File: config.mk
export PLATFORM = sky130hd
export DESIGN_NAME = ex_stage
export DESIGN_NICKNAME = d
export VERILOG_FILES = /design/src/design/ex_pkg.sv /design/src/design/ex_alu.sv /design/src/design/ex_mult.sv /design/src/design/ex_writeback.sv /design/src/design/ex_stage.sv
export VERILOG_INCLUDE_DIRS = /design/src /design/src/design
export SDC_FILE = /design/constraint.sdc
export NUM_CORES = 2
export LEC_CHECK = 0
export BUFFER_PORTS_ARGS = -buffer_cell sky130_fd_sc_hd__buf_2
export CELL_PAD_IN_SITES_DETAIL_PLACEMENT = 1
export CELL_PAD_IN_SITES_GLOBAL_PLACEMENT = 2
export CORE_MARGIN = 2
export CORE_UTILIZATION = 39
export DETAILED_ROUTE_END_ITERATION = 6
export GPL_TIMING_DRIVEN = 0
export HOLD_SLACK_MARGIN = 0.05
export PLACE_DENSITY = 0.89
export SETUP_SLACK_MARGIN = 0.1
export SLEW_MARGIN = 20
export SYNTH_ARGS = -nofsm -noshare
export SYNTH_HDL_FRONTEND = slang
export SYNTH_SLANG_ARGS = --single-unit
File: constraint.sdc
create_clock -name clk -period 12.5 [get_ports clk]
set_input_delay 1.875 -clock clk [delete_from_list [all_inputs] [get_ports clk]]
set_output_delay 1.875 -clock clk [all_outputs]
set_load 0.01 [all_outputs]
File: src/design/ex_params.svh
// Fixed widths for the scalar execute stage
// All widths follow the 32 bit integer instruction set and are not meant
// to be overridden per instance
`ifndef EX_PARAMS_SVH
`define EX_PARAMS_SVH

// Operand and result width
`define EX_DATA_W 32

// Register file address width, covers integer and extra registers
`define EX_REG_ADDR_W 6

// Shift amount taken from the low bits of operand b
`define EX_SHAMT_W 5

// Wait cycles of a high product multiply, one per 16 bit half of operand a
`define EX_MULH_STEPS 2

`endif

File: src/design/ex_pkg.sv
// Shared types of the execute stage
// Opcode encodings are internal to this stage and must match the decoder
`include "ex_params.svh"

package ex_pkg;

  // Operand and result word
  typedef logic [`EX_DATA_W-1:0] data_t;

  // Register file address
  typedef logic [`EX_REG_ADDR_W-1:0] reg_addr_t;

  // ALU opcodes, compare group drives the branch decision
  typedef enum logic [3:0] {
    ALU_ADD, ALU_SUB,
    ALU_AND, ALU_OR, ALU_XOR,
    ALU_SLL, ALU_SRL, ALU_SRA,
    ALU_SLT, ALU_SLTU,
    ALU_EQ, ALU_NE,
    ALU_LT, ALU_GE, ALU_LTU, ALU_GEU
  } alu_op_e;

  // Multiplier opcodes
  typedef enum logic [1:0] {
    MUL_LO, MUL_H, MUL_HSU, MUL_HU
  } mult_op_e;

  // Multiplier FSM states
  typedef enum logic [1:0] {
    MS_IDLE, MS_STEP_LO, MS_STEP_HI, MS_DONE
  } mult_state_e;

endpackage

File: src/design/ex_alu.sv
// Integer ALU of the execute stage, purely combinational
// One adder serves ADD, SUB and all compares
// Compare opcodes return the condition as a 0/1 word on result_o as well
`timescale 1ns/100ps
`include "ex_params.svh"

module ex_alu (
  input  ex_pkg::alu_op_e alu_operator_i,
  input  ex_pkg::data_t   operand_a_i,
  input  ex_pkg::data_t   operand_b_i,
  output ex_pkg::data_t   result_o,
  output logic            cmp_result_o
);

  ////////////////////////////////////////////////////////////////////////////
  // Adder
  ////////////////////////////////////////////////////////////////////////////

  logic                    adder_sub;
  ex_pkg::data_t           adder_b;
  logic [`EX_DATA_W:0]     adder_full;
  ex_pkg::data_t           adder_sum;
  logic                    adder_carry;

  // Everything except ADD subtracts
  assign adder_sub = (alu_operator_i != ex_pkg::ALU_ADD);

  // Two's complement of b via inversion plus carry in
  assign adder_b = adder_sub ? ~operand_b_i : operand_b_i;

  assign adder_full  = {1'b0, operand_a_i} + {1'b0, adder_b}
                       + {{`EX_DATA_W{1'b0}}, adder_sub};
  assign adder_sum   = adder_full[`EX_DATA_W-1:0];
  assign adder_carry = adder_full[`EX_DATA_W];

  ////////////////////////////////////////////////////////////////////////////
  // Compare flags
  ////////////////////////////////////////////////////////////////////////////

  logic is_equal;
  logic less_s;
  logic less_u;

  assign is_equal = (adder_sum == '0);

  // No carry out of a - b means a borrow, so a < b unsigned
  assign less_u = ~adder_carry;

  // Same signs cannot overflow, take sign of difference
  // Different signs, the negative operand is smaller
  assign less_s = (operand_a_i[`EX_DATA_W-1] == operand_b_i[`EX_DATA_W-1])
                  ? adder_sum[`EX_DATA_W-1]
                  : operand_a_i[`EX_DATA_W-1];

  ////////////////////////////////////////////////////////////////////////////
  // Branch condition
  ////////////////////////////////////////////////////////////////////////////

  always_comb begin
    case (alu_operator_i)
      ex_pkg::ALU_EQ:  cmp_result_o = is_equal;
      ex_pkg::ALU_NE:  cmp_result_o = ~is_equal;
      ex_pkg::ALU_LT:  cmp_result_o = less_s;
      ex_pkg::ALU_GE:  cmp_result_o = ~less_s;
      ex_pkg::ALU_LTU: cmp_result_o = less_u;
      ex_pkg::ALU_GEU: cmp_result_o = ~less_u;
      // Not a branch compare
      default:         cmp_result_o = 1'b0;
    endcase
  end

  ////////////////////////////////////////////////////////////////////////////
  // Result mux
  ////////////////////////////////////////////////////////////////////////////

  logic [`EX_SHAMT_W-1:0] shamt;

  // Only the low bits of b count as shift amount
  assign shamt = operand_b_i[`EX_SHAMT_W-1:0];

  always_comb begin
    case (alu_operator_i)
      ex_pkg::ALU_ADD,
      ex_pkg::ALU_SUB:  result_o = adder_sum;
      ex_pkg::ALU_AND:  result_o = operand_a_i & operand_b_i;
      ex_pkg::ALU_OR:   result_o = operand_a_i | operand_b_i;
      ex_pkg::ALU_XOR:  result_o = operand_a_i ^ operand_b_i;
      ex_pkg::ALU_SLL:  result_o = operand_a_i << shamt;
      ex_pkg::ALU_SRL:  result_o = operand_a_i >> shamt;
      ex_pkg::ALU_SRA:  result_o = ex_pkg::data_t'($signed(operand_a_i) >>> shamt);
      ex_pkg::ALU_SLT:  result_o = {{(`EX_DATA_W-1){1'b0}}, less_s};
      ex_pkg::ALU_SLTU: result_o = {{(`EX_DATA_W-1){1'b0}}, less_u};
      // Branch compares, condition as 0/1
      default:          result_o = {{(`EX_DATA_W-1){1'b0}}, cmp_result_o};
    endcase
  end

endmodule

File: src/design/ex_mult.sv
// Integer multiplier of the execute stage
// MUL_LO is combinational, ready_o stays high
// High products take the enable cycle plus one cycle per step, then wait
// in MS_DONE with ready_o high until ex_ready_i
// Operands are read straight from the inputs, the ID side must hold them
// until the stage is ready
`timescale 1ns/100ps
`include "ex_params.svh"

module ex_mult (
  input  logic             clk,
  input  logic             rst_n,
  input  logic             enable_i,
  input  ex_pkg::mult_op_e operator_i,
  input  ex_pkg::data_t    op_a_i,
  input  ex_pkg::data_t    op_b_i,
  input  logic             ex_ready_i,
  output ex_pkg::data_t    result_o,
  output logic             ready_o,
  output logic             multicycle_o
);

  // Half of operand a handled per step
  localparam int HALF_W = `EX_DATA_W / `EX_MULH_STEPS;
  // Signed half times sign extended b
  localparam int PP_W   = HALF_W + `EX_DATA_W + 2;
  // 33 by 33 bit signed product
  localparam int ACC_W  = 2 * `EX_DATA_W + 2;

  ex_pkg::mult_state_e state_q;
  ex_pkg::mult_state_e state_d;

  logic                       high_op;
  logic                       sign_a;
  logic                       sign_b;
  logic signed [`EX_DATA_W:0] a_ext;
  logic signed [`EX_DATA_W:0] b_ext;
  logic signed [HALF_W:0]     a_part;
  logic signed [PP_W-1:0]     partial;
  logic [ACC_W-1:0]           acc_q;
  ex_pkg::data_t              prod_lo;

  ////////////////////////////////////////////////////////////////////////////
  // Operand preparation
  ////////////////////////////////////////////////////////////////////////////

  assign high_op = (operator_i != ex_pkg::MUL_LO);

  // MULH signs both, MULHSU only a, MULHU none
  assign sign_a = (operator_i == ex_pkg::MUL_H) || (operator_i == ex_pkg::MUL_HSU);
  assign sign_b = (operator_i == ex_pkg::MUL_H);

  assign a_ext = {sign_a & op_a_i[`EX_DATA_W-1], op_a_i};
  assign b_ext = {sign_b & op_b_i[`EX_DATA_W-1], op_b_i};

  // Low half is unsigned, upper half carries the sign of a
  assign a_part = (state_q == ex_pkg::MS_STEP_HI)
                  ? a_ext[`EX_DATA_W:HALF_W]
                  : {1'b0, a_ext[HALF_W-1:0]};

  // One shared partial product multiplier for both steps
  assign partial = a_part * b_ext;

  // Low word, truncation gives the same bits for any signedness
  assign prod_lo = op_a_i * op_b_i;

  ////////////////////////////////////////////////////////////////////////////
  // Step FSM
  ////////////////////////////////////////////////////////////////////////////

  always_comb begin
    state_d = state_q;
    case (state_q)
      ex_pkg::MS_IDLE: begin
        if (enable_i && high_op) begin
          state_d = ex_pkg::MS_STEP_LO;
        end
      end
      ex_pkg::MS_STEP_LO: state_d = ex_pkg::MS_STEP_HI;
      ex_pkg::MS_STEP_HI: state_d = ex_pkg::MS_DONE;
      // Hold the result until the stage moves on
      ex_pkg::MS_DONE: begin
        if (ex_ready_i) begin
          state_d = ex_pkg::MS_IDLE;
        end
      end
      default: state_d = ex_pkg::MS_IDLE;
    endcase
  end

  always_ff @(posedge clk or negedge rst_n) begin
    if (!rst_n) begin
      state_q <= ex_pkg::MS_IDLE;
    end else begin
      state_q <= state_d;
    end
  end

  // Accumulator
  always_ff @(posedge clk) begin
    if (state_q == ex_pkg::MS_STEP_LO) begin
      acc_q <= {{(ACC_W-PP_W){partial[PP_W-1]}}, partial};
    end else if (state_q == ex_pkg::MS_STEP_HI) begin
      // Upper partial weighs 2^HALF_W
      acc_q <= acc_q + {partial, {HALF_W{1'b0}}};
    end
  end

  ////////////////////////////////////////////////////////////////////////////
  // Outputs
  ////////////////////////////////////////////////////////////////////////////

  assign result_o = (state_q == ex_pkg::MS_DONE) ? acc_q[2*`EX_DATA_W-1:`EX_DATA_W]
                                                 : prod_lo;

  // Busy from the enable cycle of a high product up to MS_DONE
  assign ready_o = (state_q == ex_pkg::MS_DONE)
                   || ((state_q == ex_pkg::MS_IDLE) && !(enable_i && high_op));

  assign multicycle_o = (state_q != ex_pkg::MS_IDLE);

endmodule

File: src/design/ex_writeback.sv
// Writeback combiner of the execute stage
// Forwarding port is combinational, load port goes through the EX/WB register
// Load data is not registered, it follows lsu_rdata_i in the writeback cycle
// A branch in EX forces ready high but never valid
`timescale 1ns/100ps
`include "ex_params.svh"

module ex_writeback (
  input  logic              clk,
  input  logic              rst_n,
  input  logic              alu_en_i,
  input  logic              mult_en_i,
  input  logic              csr_access_i,
  input  logic              lsu_en_i,
  input  ex_pkg::data_t     alu_result_i,
  input  ex_pkg::data_t     mult_result_i,
  input  ex_pkg::data_t     csr_rdata_i,
  input  logic              mult_ready_i,
  input  logic              lsu_ready_ex_i,
  input  logic              lsu_err_i,
  input  logic              wb_ready_i,
  input  logic              branch_in_ex_i,
  input  logic              regfile_alu_we_i,
  input  ex_pkg::reg_addr_t regfile_alu_waddr_i,
  input  logic              regfile_we_i,
  input  ex_pkg::reg_addr_t regfile_waddr_i,
  input  ex_pkg::data_t     lsu_rdata_i,
  output logic              regfile_alu_we_fw_o,
  output ex_pkg::reg_addr_t regfile_alu_waddr_fw_o,
  output ex_pkg::data_t     regfile_alu_wdata_fw_o,
  output logic              regfile_we_wb_o,
  output ex_pkg::reg_addr_t regfile_waddr_wb_o,
  output ex_pkg::data_t     regfile_wdata_wb_o,
  output logic              ex_ready_o,
  output logic              ex_valid_o
);

  logic              units_ready;
  logic              stage_valid;
  logic              load_we;
  logic              we_q;
  ex_pkg::reg_addr_t waddr_q;

  ////////////////////////////////////////////////////////////////////////////
  // Forwarding port
  ////////////////////////////////////////////////////////////////////////////

  assign regfile_alu_we_fw_o    = regfile_alu_we_i;
  assign regfile_alu_waddr_fw_o = regfile_alu_waddr_i;

  // CSR wins over multiplier, multiplier over ALU
  always_comb begin
    if (csr_access_i) begin
      regfile_alu_wdata_fw_o = csr_rdata_i;
    end else if (mult_en_i) begin
      regfile_alu_wdata_fw_o = mult_result_i;
    end else if (alu_en_i) begin
      regfile_alu_wdata_fw_o = alu_result_i;
    end else begin
      regfile_alu_wdata_fw_o = '0;
    end
  end

  ////////////////////////////////////////////////////////////////////////////
  // Stall logic
  ////////////////////////////////////////////////////////////////////////////

  // ALU is single cycle and always ready
  assign units_ready = mult_ready_i & lsu_ready_ex_i & wb_ready_i;

  assign stage_valid = (alu_en_i | mult_en_i | csr_access_i | lsu_en_i) & units_ready;

  // Branches resolve in EX and need no writeback slot
  assign ex_ready_o = units_ready | branch_in_ex_i;
  assign ex_valid_o = stage_valid;

  ////////////////////////////////////////////////////////////////////////////
  // EX/WB register for the load port
  ////////////////////////////////////////////////////////////////////////////

  // A faulting access never writes the register file
  assign load_we = regfile_we_i & ~lsu_err_i;

  always_ff @(posedge clk or negedge rst_n) begin
    if (!rst_n) begin
      we_q <= 1'b0;
    end else if (stage_valid) begin
      we_q <= load_we;
    end else if (wb_ready_i) begin
      // WB takes a new entry but EX has none, flush the old one
      we_q <= 1'b0;
    end
  end

  // Address moves only with a captured write
  always_ff @(posedge clk) begin
    if (stage_valid && load_we) begin
      waddr_q <= regfile_waddr_i;
    end
  end

  assign regfile_we_wb_o    = we_q;
  assign regfile_waddr_wb_o = waddr_q;
  assign regfile_wdata_wb_o = lsu_rdata_i;

endmodule

File: src/design/ex_stage.sv
// Scalar execute stage top level
// ID holds all inputs while ex_ready_o is low
// Jump target is operand c passed through, branch decision comes from the ALU
`timescale 1ns/100ps
`include "ex_params.svh"

module ex_stage (
  input  logic              clk,
  input  logic              rst_n,
  // ALU
  input  logic              alu_en_i,
  input  ex_pkg::alu_op_e   alu_operator_i,
  input  ex_pkg::data_t     alu_operand_a_i,
  input  ex_pkg::data_t     alu_operand_b_i,
  input  ex_pkg::data_t     alu_operand_c_i,
  // Multiplier
  input  logic              mult_en_i,
  input  ex_pkg::mult_op_e  mult_operator_i,
  input  ex_pkg::data_t     mult_operand_a_i,
  input  ex_pkg::data_t     mult_operand_b_i,
  // CSR read
  input  logic              csr_access_i,
  input  ex_pkg::data_t     csr_rdata_i,
  // Destination registers from ID
  input  logic              regfile_alu_we_i,
  input  ex_pkg::reg_addr_t regfile_alu_waddr_i,
  input  logic              regfile_we_i,
  input  ex_pkg::reg_addr_t regfile_waddr_i,
  // LSU status
  input  logic              lsu_en_i,
  input  ex_pkg::data_t     lsu_rdata_i,
  input  logic              lsu_ready_ex_i,
  input  logic              lsu_err_i,
  // Stall control
  input  logic              branch_in_ex_i,
  input  logic              wb_ready_i,
  // Forwarding port to ID
  output logic              regfile_alu_we_fw_o,
  output ex_pkg::reg_addr_t regfile_alu_waddr_fw_o,
  output ex_pkg::data_t     regfile_alu_wdata_fw_o,
  // Load write port into WB
  output logic              regfile_we_wb_o,
  output ex_pkg::reg_addr_t regfile_waddr_wb_o,
  output ex_pkg::data_t     regfile_wdata_wb_o,
  // To IF
  output ex_pkg::data_t     jump_target_o,
  output logic              branch_decision_o,
  output logic              mult_multicycle_o,
  output logic              ex_ready_o,
  output logic              ex_valid_o
);

  ex_pkg::data_t alu_result;
  logic          alu_cmp_result;
  ex_pkg::data_t mult_result;
  logic          mult_ready;

  ////////////////////////////////////////////////////////////////////////////
  // ALU and branch outputs
  ////////////////////////////////////////////////////////////////////////////

  ex_alu alu0 (
    .alu_operator_i (alu_operator_i),
    .operand_a_i    (alu_operand_a_i),
    .operand_b_i    (alu_operand_b_i),
    .result_o       (alu_result),
    .cmp_result_o   (alu_cmp_result)
  );

  assign branch_decision_o = alu_cmp_result;
  assign jump_target_o     = alu_operand_c_i;

  ////////////////////////////////////////////////////////////////////////////
  // Multiplier
  ////////////////////////////////////////////////////////////////////////////

  // Stage ready releases the multiplier from MS_DONE
  ex_mult mult0 (
    .clk          (clk),
    .rst_n        (rst_n),
    .enable_i     (mult_en_i),
    .operator_i   (mult_operator_i),
    .op_a_i       (mult_operand_a_i),
    .op_b_i       (mult_operand_b_i),
    .ex_ready_i   (ex_ready_o),
    .result_o     (mult_result),
    .ready_o      (mult_ready),
    .multicycle_o (mult_multicycle_o)
  );

  ////////////////////////////////////////////////////////////////////////////
  // Writeback combiner and stall logic
  ////////////////////////////////////////////////////////////////////////////

  ex_writeback wb0 (
    .clk                    (clk),
    .rst_n                  (rst_n),
    .alu_en_i               (alu_en_i),
    .mult_en_i              (mult_en_i),
    .csr_access_i           (csr_access_i),
    .lsu_en_i               (lsu_en_i),
    .alu_result_i           (alu_result),
    .mult_result_i          (mult_result),
    .csr_rdata_i            (csr_rdata_i),
    .mult_ready_i           (mult_ready),
    .lsu_ready_ex_i         (lsu_ready_ex_i),
    .lsu_err_i              (lsu_err_i),
    .wb_ready_i             (wb_ready_i),
    .branch_in_ex_i         (branch_in_ex_i),
    .regfile_alu_we_i       (regfile_alu_we_i),
    .regfile_alu_waddr_i    (regfile_alu_waddr_i),
    .regfile_we_i           (regfile_we_i),
    .regfile_waddr_i        (regfile_waddr_i),
    .lsu_rdata_i            (lsu_rdata_i),
    .regfile_alu_we_fw_o    (regfile_alu_we_fw_o),
    .regfile_alu_waddr_fw_o (regfile_alu_waddr_fw_o),
    .regfile_alu_wdata_fw_o (regfile_alu_wdata_fw_o),
    .regfile_we_wb_o        (regfile_we_wb_o),
    .regfile_waddr_wb_o     (regfile_waddr_wb_o),
    .regfile_wdata_wb_o     (regfile_wdata_wb_o),
    .ex_ready_o             (ex_ready_o),
    .ex_valid_o             (ex_valid_o)
  );

endmodule

==> impl_metrics.yaml <==
logic_synthesis:
  synth.distinct_cells: 79
  synth_seq_cells: 57
  synth_area_um2: 48400
  ys_async_sr_fraction_pct: 5.26
  yosys-top-cells-count: "sky130_fd_sc_hd__inv_1, sky130_fd_sc_hd__fa_1, sky130_fd_sc_hd__nand2_1"
  syn_area_per_cell_um2: 8.22
  synth_largest_area_cell: "sky130_fd_sc_hd__fa_1"
  commonest_register_cell_after_synthesis: "sky130_fd_sc_hd__edfxtp_1"
  synth_seq_area_share_pct: 3.50
  postSynthNetCount: 7478
  synthesis_warning_total: 0
  synth_top_cells_by_area: "sky130_fd_sc_hd__fa_1, sky130_fd_sc_hd__ha_1, sky130_fd_sc_hd__inv_1"
  syn_inst: 5886
  synth-edff-count: 54
  netlist.area_leader.share_pct: 39.1
  yosys.cell_count.top_type: "sky130_fd_sc_hd__inv_1"
global_routing:
  initial_antenna_violation_count: 21
  number_of_global_route_vias_before_repair: 47109
  grt-ovfl-total: 0
  wire_length_of_the_first_global_routing_pass_mm: 305
  globalRouteTotalUtil_pct: 32.5
  grt_max_degree: 50
place:
  postPlaceCellArea_um2: 51900
  place_congestion: 1.04
  port_buffers: 274
  placed_cells_incl_taps: 7797
  place.detailed.hpwl_mm: 178
timing:
  grt_setup_unrepaired: "false"
  setup_violating_endpoint_count_in_the_final_report: 0
  maxSlewHeadroom_pct: 22.3
  hold_viol_final: 0
  holdWs_ns: 0.485
  fin_skew_ns: 0.00689
  number_of_pins_with_negative_max_slew_slack_in_the_final_report: 0
  maximum_clock_frequency_mhz: 81.5
  timing_worst_slew_pin_value_ns: 1.17
  final_min_period_over_clock_period_pct: 98.2
  final_period_minus_worst_setup_slack_ns: 12.27
clock_tree:
  clock-root-buffer: "sky130_fd_sc_hd__clkbuf_16"
  clock_path_buffers: 2
  cts_hold_buffers: 0
  cts_max_level: 3
  cts_inserted_buffers: 9
  cts.sinks: 57
  clkLatencyLatePin_ns: 0.34
  clkSlewWorstSetupHoldPaths_ns: 0.05
  tritoncts_clock_tree: "built"
floorplan:
  initial_core_util_pct: 39.2
  die-area_um2: 127000
  die_x_um: 356
  rows: 129
  fp.dieH_um: 356
  design.portCount: 368
  fp.coreArea_um2: 123000
route:
  routed_wire_length_per_instance_um: 26.5
  drt-vias-per-instance: 5.62
  routed-via-count: 43880
  post-route-drc-count: 0
  wl_mm: 207
  drt_first_iter_violations: 3029
  firstDrtPassIters: 7
  number_of_nets_with_antenna_violations_after_routing: 0
setup_path:
  cp_max_fo: 10
  timing.critical_path.required_ns: 10.62
  crit_path_end_kind: "output port"
  cp_data_arrival_time_ns: 10.40
  timing.critical_path.from_type: "input pin"
  timing.setup.critical_path_class: "input pin to output port"
finish:
  layout.cell_area.non_filler_um2: 52300
  nets: 7751
  layout.cells.non_filler: 7811
  final_layout_size_suffix_gt1_share_pct: 8.65
  fillCellCount: 15133
  area_growth_syn_to_layout_pct: 8.02
outcome:
  outcome: "complete, no violations"
worst_hold_path:
  hold_path_class: "flip-flop to flip-flop"
flow_run:
  max_cap_violations: 0
logic make-up (layout without fill, tap and decap cells):
group                    count (synthesis)  after routing  synth area share (%)
flip-flops                              57             57                  3.50
AND/OR/NAND/NOR                       1654           1654                  15.5
adder cells (fa/ha/maj)               1338           1338                  49.3
other                                    0             10                     0
multiplexers                           128            128                  3.21
AO/OA/AOI/OAI                          844            844                  11.1
buffers and inverters                 1633           1911                  13.2
XOR/XNOR                               232            232                  4.23
final cells by class:
| cell class | instances | area [um^2] | area share [%] |
|---|---|---|---|
| Timing Repair Buffer | 274 | 1380 | 2.63 |
| Clock inverter | 3 | 15.0 | 0.0287 |
| Clock buffer | 13 | 260 | 0.498 |
| Multi-Input combinational cell | 4196 | 40400 | 77.2 |
| Inverter | 1242 | 4660 | 8.92 |
| Sequential cell | 57 | 1700 | 3.24 |
| Buffer | 379 | 1840 | 3.52 |
| Tap cell | 1637 | 2050 | 3.92 |
| Antenna cell | 10 | 25.0 | 0.0479 |
layout by cell type (no fill, tap or decap), types with 14 or more instances in the layout:
cell and n:
sky130_fd_sc_hd__xnor2_1 164, sky130_fd_sc_hd__nand2_1 940, sky130_fd_sc_hd__and2_1 267, sky130_fd_sc_hd__nand3_1 33, sky130_fd_sc_hd__o2111ai_1 14, sky130_fd_sc_hd__a221oi_1 36
sky130_fd_sc_hd__mux2_2 36, sky130_fd_sc_hd__a211oi_1 23, sky130_fd_sc_hd__clkbuf_2 64, sky130_fd_sc_hd__buf_1 30, sky130_fd_sc_hd__a21o_1 70, sky130_fd_sc_hd__inv_1 1241
sky130_fd_sc_hd__xor2_1 67, sky130_fd_sc_hd__or2_2 22, sky130_fd_sc_hd__fa_1 946, sky130_fd_sc_hd__nor2b_1 74, sky130_fd_sc_hd__buf_2 276, sky130_fd_sc_hd__o21bai_1 22
sky130_fd_sc_hd__o21a_1 31, sky130_fd_sc_hd__mux4_2 18, sky130_fd_sc_hd__buf_4 71, sky130_fd_sc_hd__o211ai_1 32, sky130_fd_sc_hd__o31ai_1 14, sky130_fd_sc_hd__a22oi_1 14
sky130_fd_sc_hd__a211o_1 14, sky130_fd_sc_hd__nor2_1 190, sky130_fd_sc_hd__a21oi_1 224, sky130_fd_sc_hd__a31oi_1 24, sky130_fd_sc_hd__edfxtp_1 54, sky130_fd_sc_hd__o221ai_1 16
sky130_fd_sc_hd__clkbuf_1 197, sky130_fd_sc_hd__clkbuf_4 14, sky130_fd_sc_hd__nor3_1 29, sky130_fd_sc_hd__nand2b_1 21, sky130_fd_sc_hd__mux2i_1 72, sky130_fd_sc_hd__ha_1 391
sky130_fd_sc_hd__o21ai_0 239
final timing paths:
path	from	to	slack [ns]	cells past startpoint
setup reg to reg	mult0.state_q[0]$_DFFE_PN0P_	mult0.acc_q[55]$_DFFE_PP_	0.76	35
hold reg to reg	wb0.regfile_we_wb_o$_DFFE_PN0P_	wb0.regfile_we_wb_o$_DFFE_PN0P_	0.48	1
min in group asynchronous	rst_n	wb0.regfile_we_wb_o$_DFFE_PN0P_	1.32	1
setup / recovery	mult_operand_b_i[14]	regfile_alu_wdata_fw_o[31]	0.23	26
max in group asynchronous	rst_n	mult0.state_q[0]$_DFFE_PN0P_	11.07	1
hold / removal	wb0.regfile_we_wb_o$_DFFE_PN0P_	wb0.regfile_we_wb_o$_DFFE_PN0P_	0.48	1
per-layer routing:
layer  share of wire (%)  GRT usage, %  wire (um)  up-vias
li1                    -             -          -    18655
met1                  38          40.7      79200    22736
met2                  47          53.2      96400     1917
met3                 7.9          5.05      16400      564
met4                 7.2          19.2      15000        8
met5               0.027             0         55        -
metrics by stage:
step	TNS [ns]	worst slack, ns	utilization [%]
floorplan	0	1.63	-
global placement	-8.38	-0.749	42.0
detailed placement	-7.61	-0.961	42.0
CTS	0	0.0907	42.2
global route	0	0.0618	42.3
finish	0	0.228	42.3
worst max-delay path: stages:
cell and delay, ns:
sky130_fd_sc_hd__clkdlybuf4s15_1 0.80, sky130_fd_sc_hd__clkbuf_2 0.59, sky130_fd_sc_hd__nand2_1 0.18, sky130_fd_sc_hd__fa_1 0.57
sky130_fd_sc_hd__inv_1 0.06, sky130_fd_sc_hd__fa_1 0.46, sky130_fd_sc_hd__fa_1 0.49, sky130_fd_sc_hd__inv_1 0.06
sky130_fd_sc_hd__fa_1 0.44, sky130_fd_sc_hd__fa_1 0.50, sky130_fd_sc_hd__fa_1 0.57, sky130_fd_sc_hd__fa_1 0.46
sky130_fd_sc_hd__fa_1 0.44, sky130_fd_sc_hd__xnor2_1 0.23, sky130_fd_sc_hd__xnor2_1 0.18, sky130_fd_sc_hd__xnor2_1 0.17
sky130_fd_sc_hd__xnor2_1 0.10, sky130_fd_sc_hd__xnor2_1 0.43, sky130_fd_sc_hd__xnor2_1 0.17, sky130_fd_sc_hd__xnor2_1 0.54
sky130_fd_sc_hd__nor3b_1 0.27, sky130_fd_sc_hd__mux2i_1 0.11, sky130_fd_sc_hd__o21ai_0 0.18, sky130_fd_sc_hd__nand2_1 0.13
sky130_fd_sc_hd__a31oi_1 0.19, sky130_fd_sc_hd__buf_2 0.17
state kept, by name (all words and copies together), names as in the netlist:
name / cells
mult0.acc_q: 48
wb0.regfile_waddr_wb_o: 6
mult0.state_q: 2
wb0.regfile_we_wb_o: 1
timing repair:
| item | in CTS | in global routing |
|---|---|---|
| resized for setup | 28 | 152 |
| setup buffers | 0 | 0 |
| endpoints found under the setup margin | 20 | 16 |
| cloned | 0 | 0 |
Power is not shown: default switching activity piles up to over one toggle a cycle in this logic, so the estimate is an artifact.
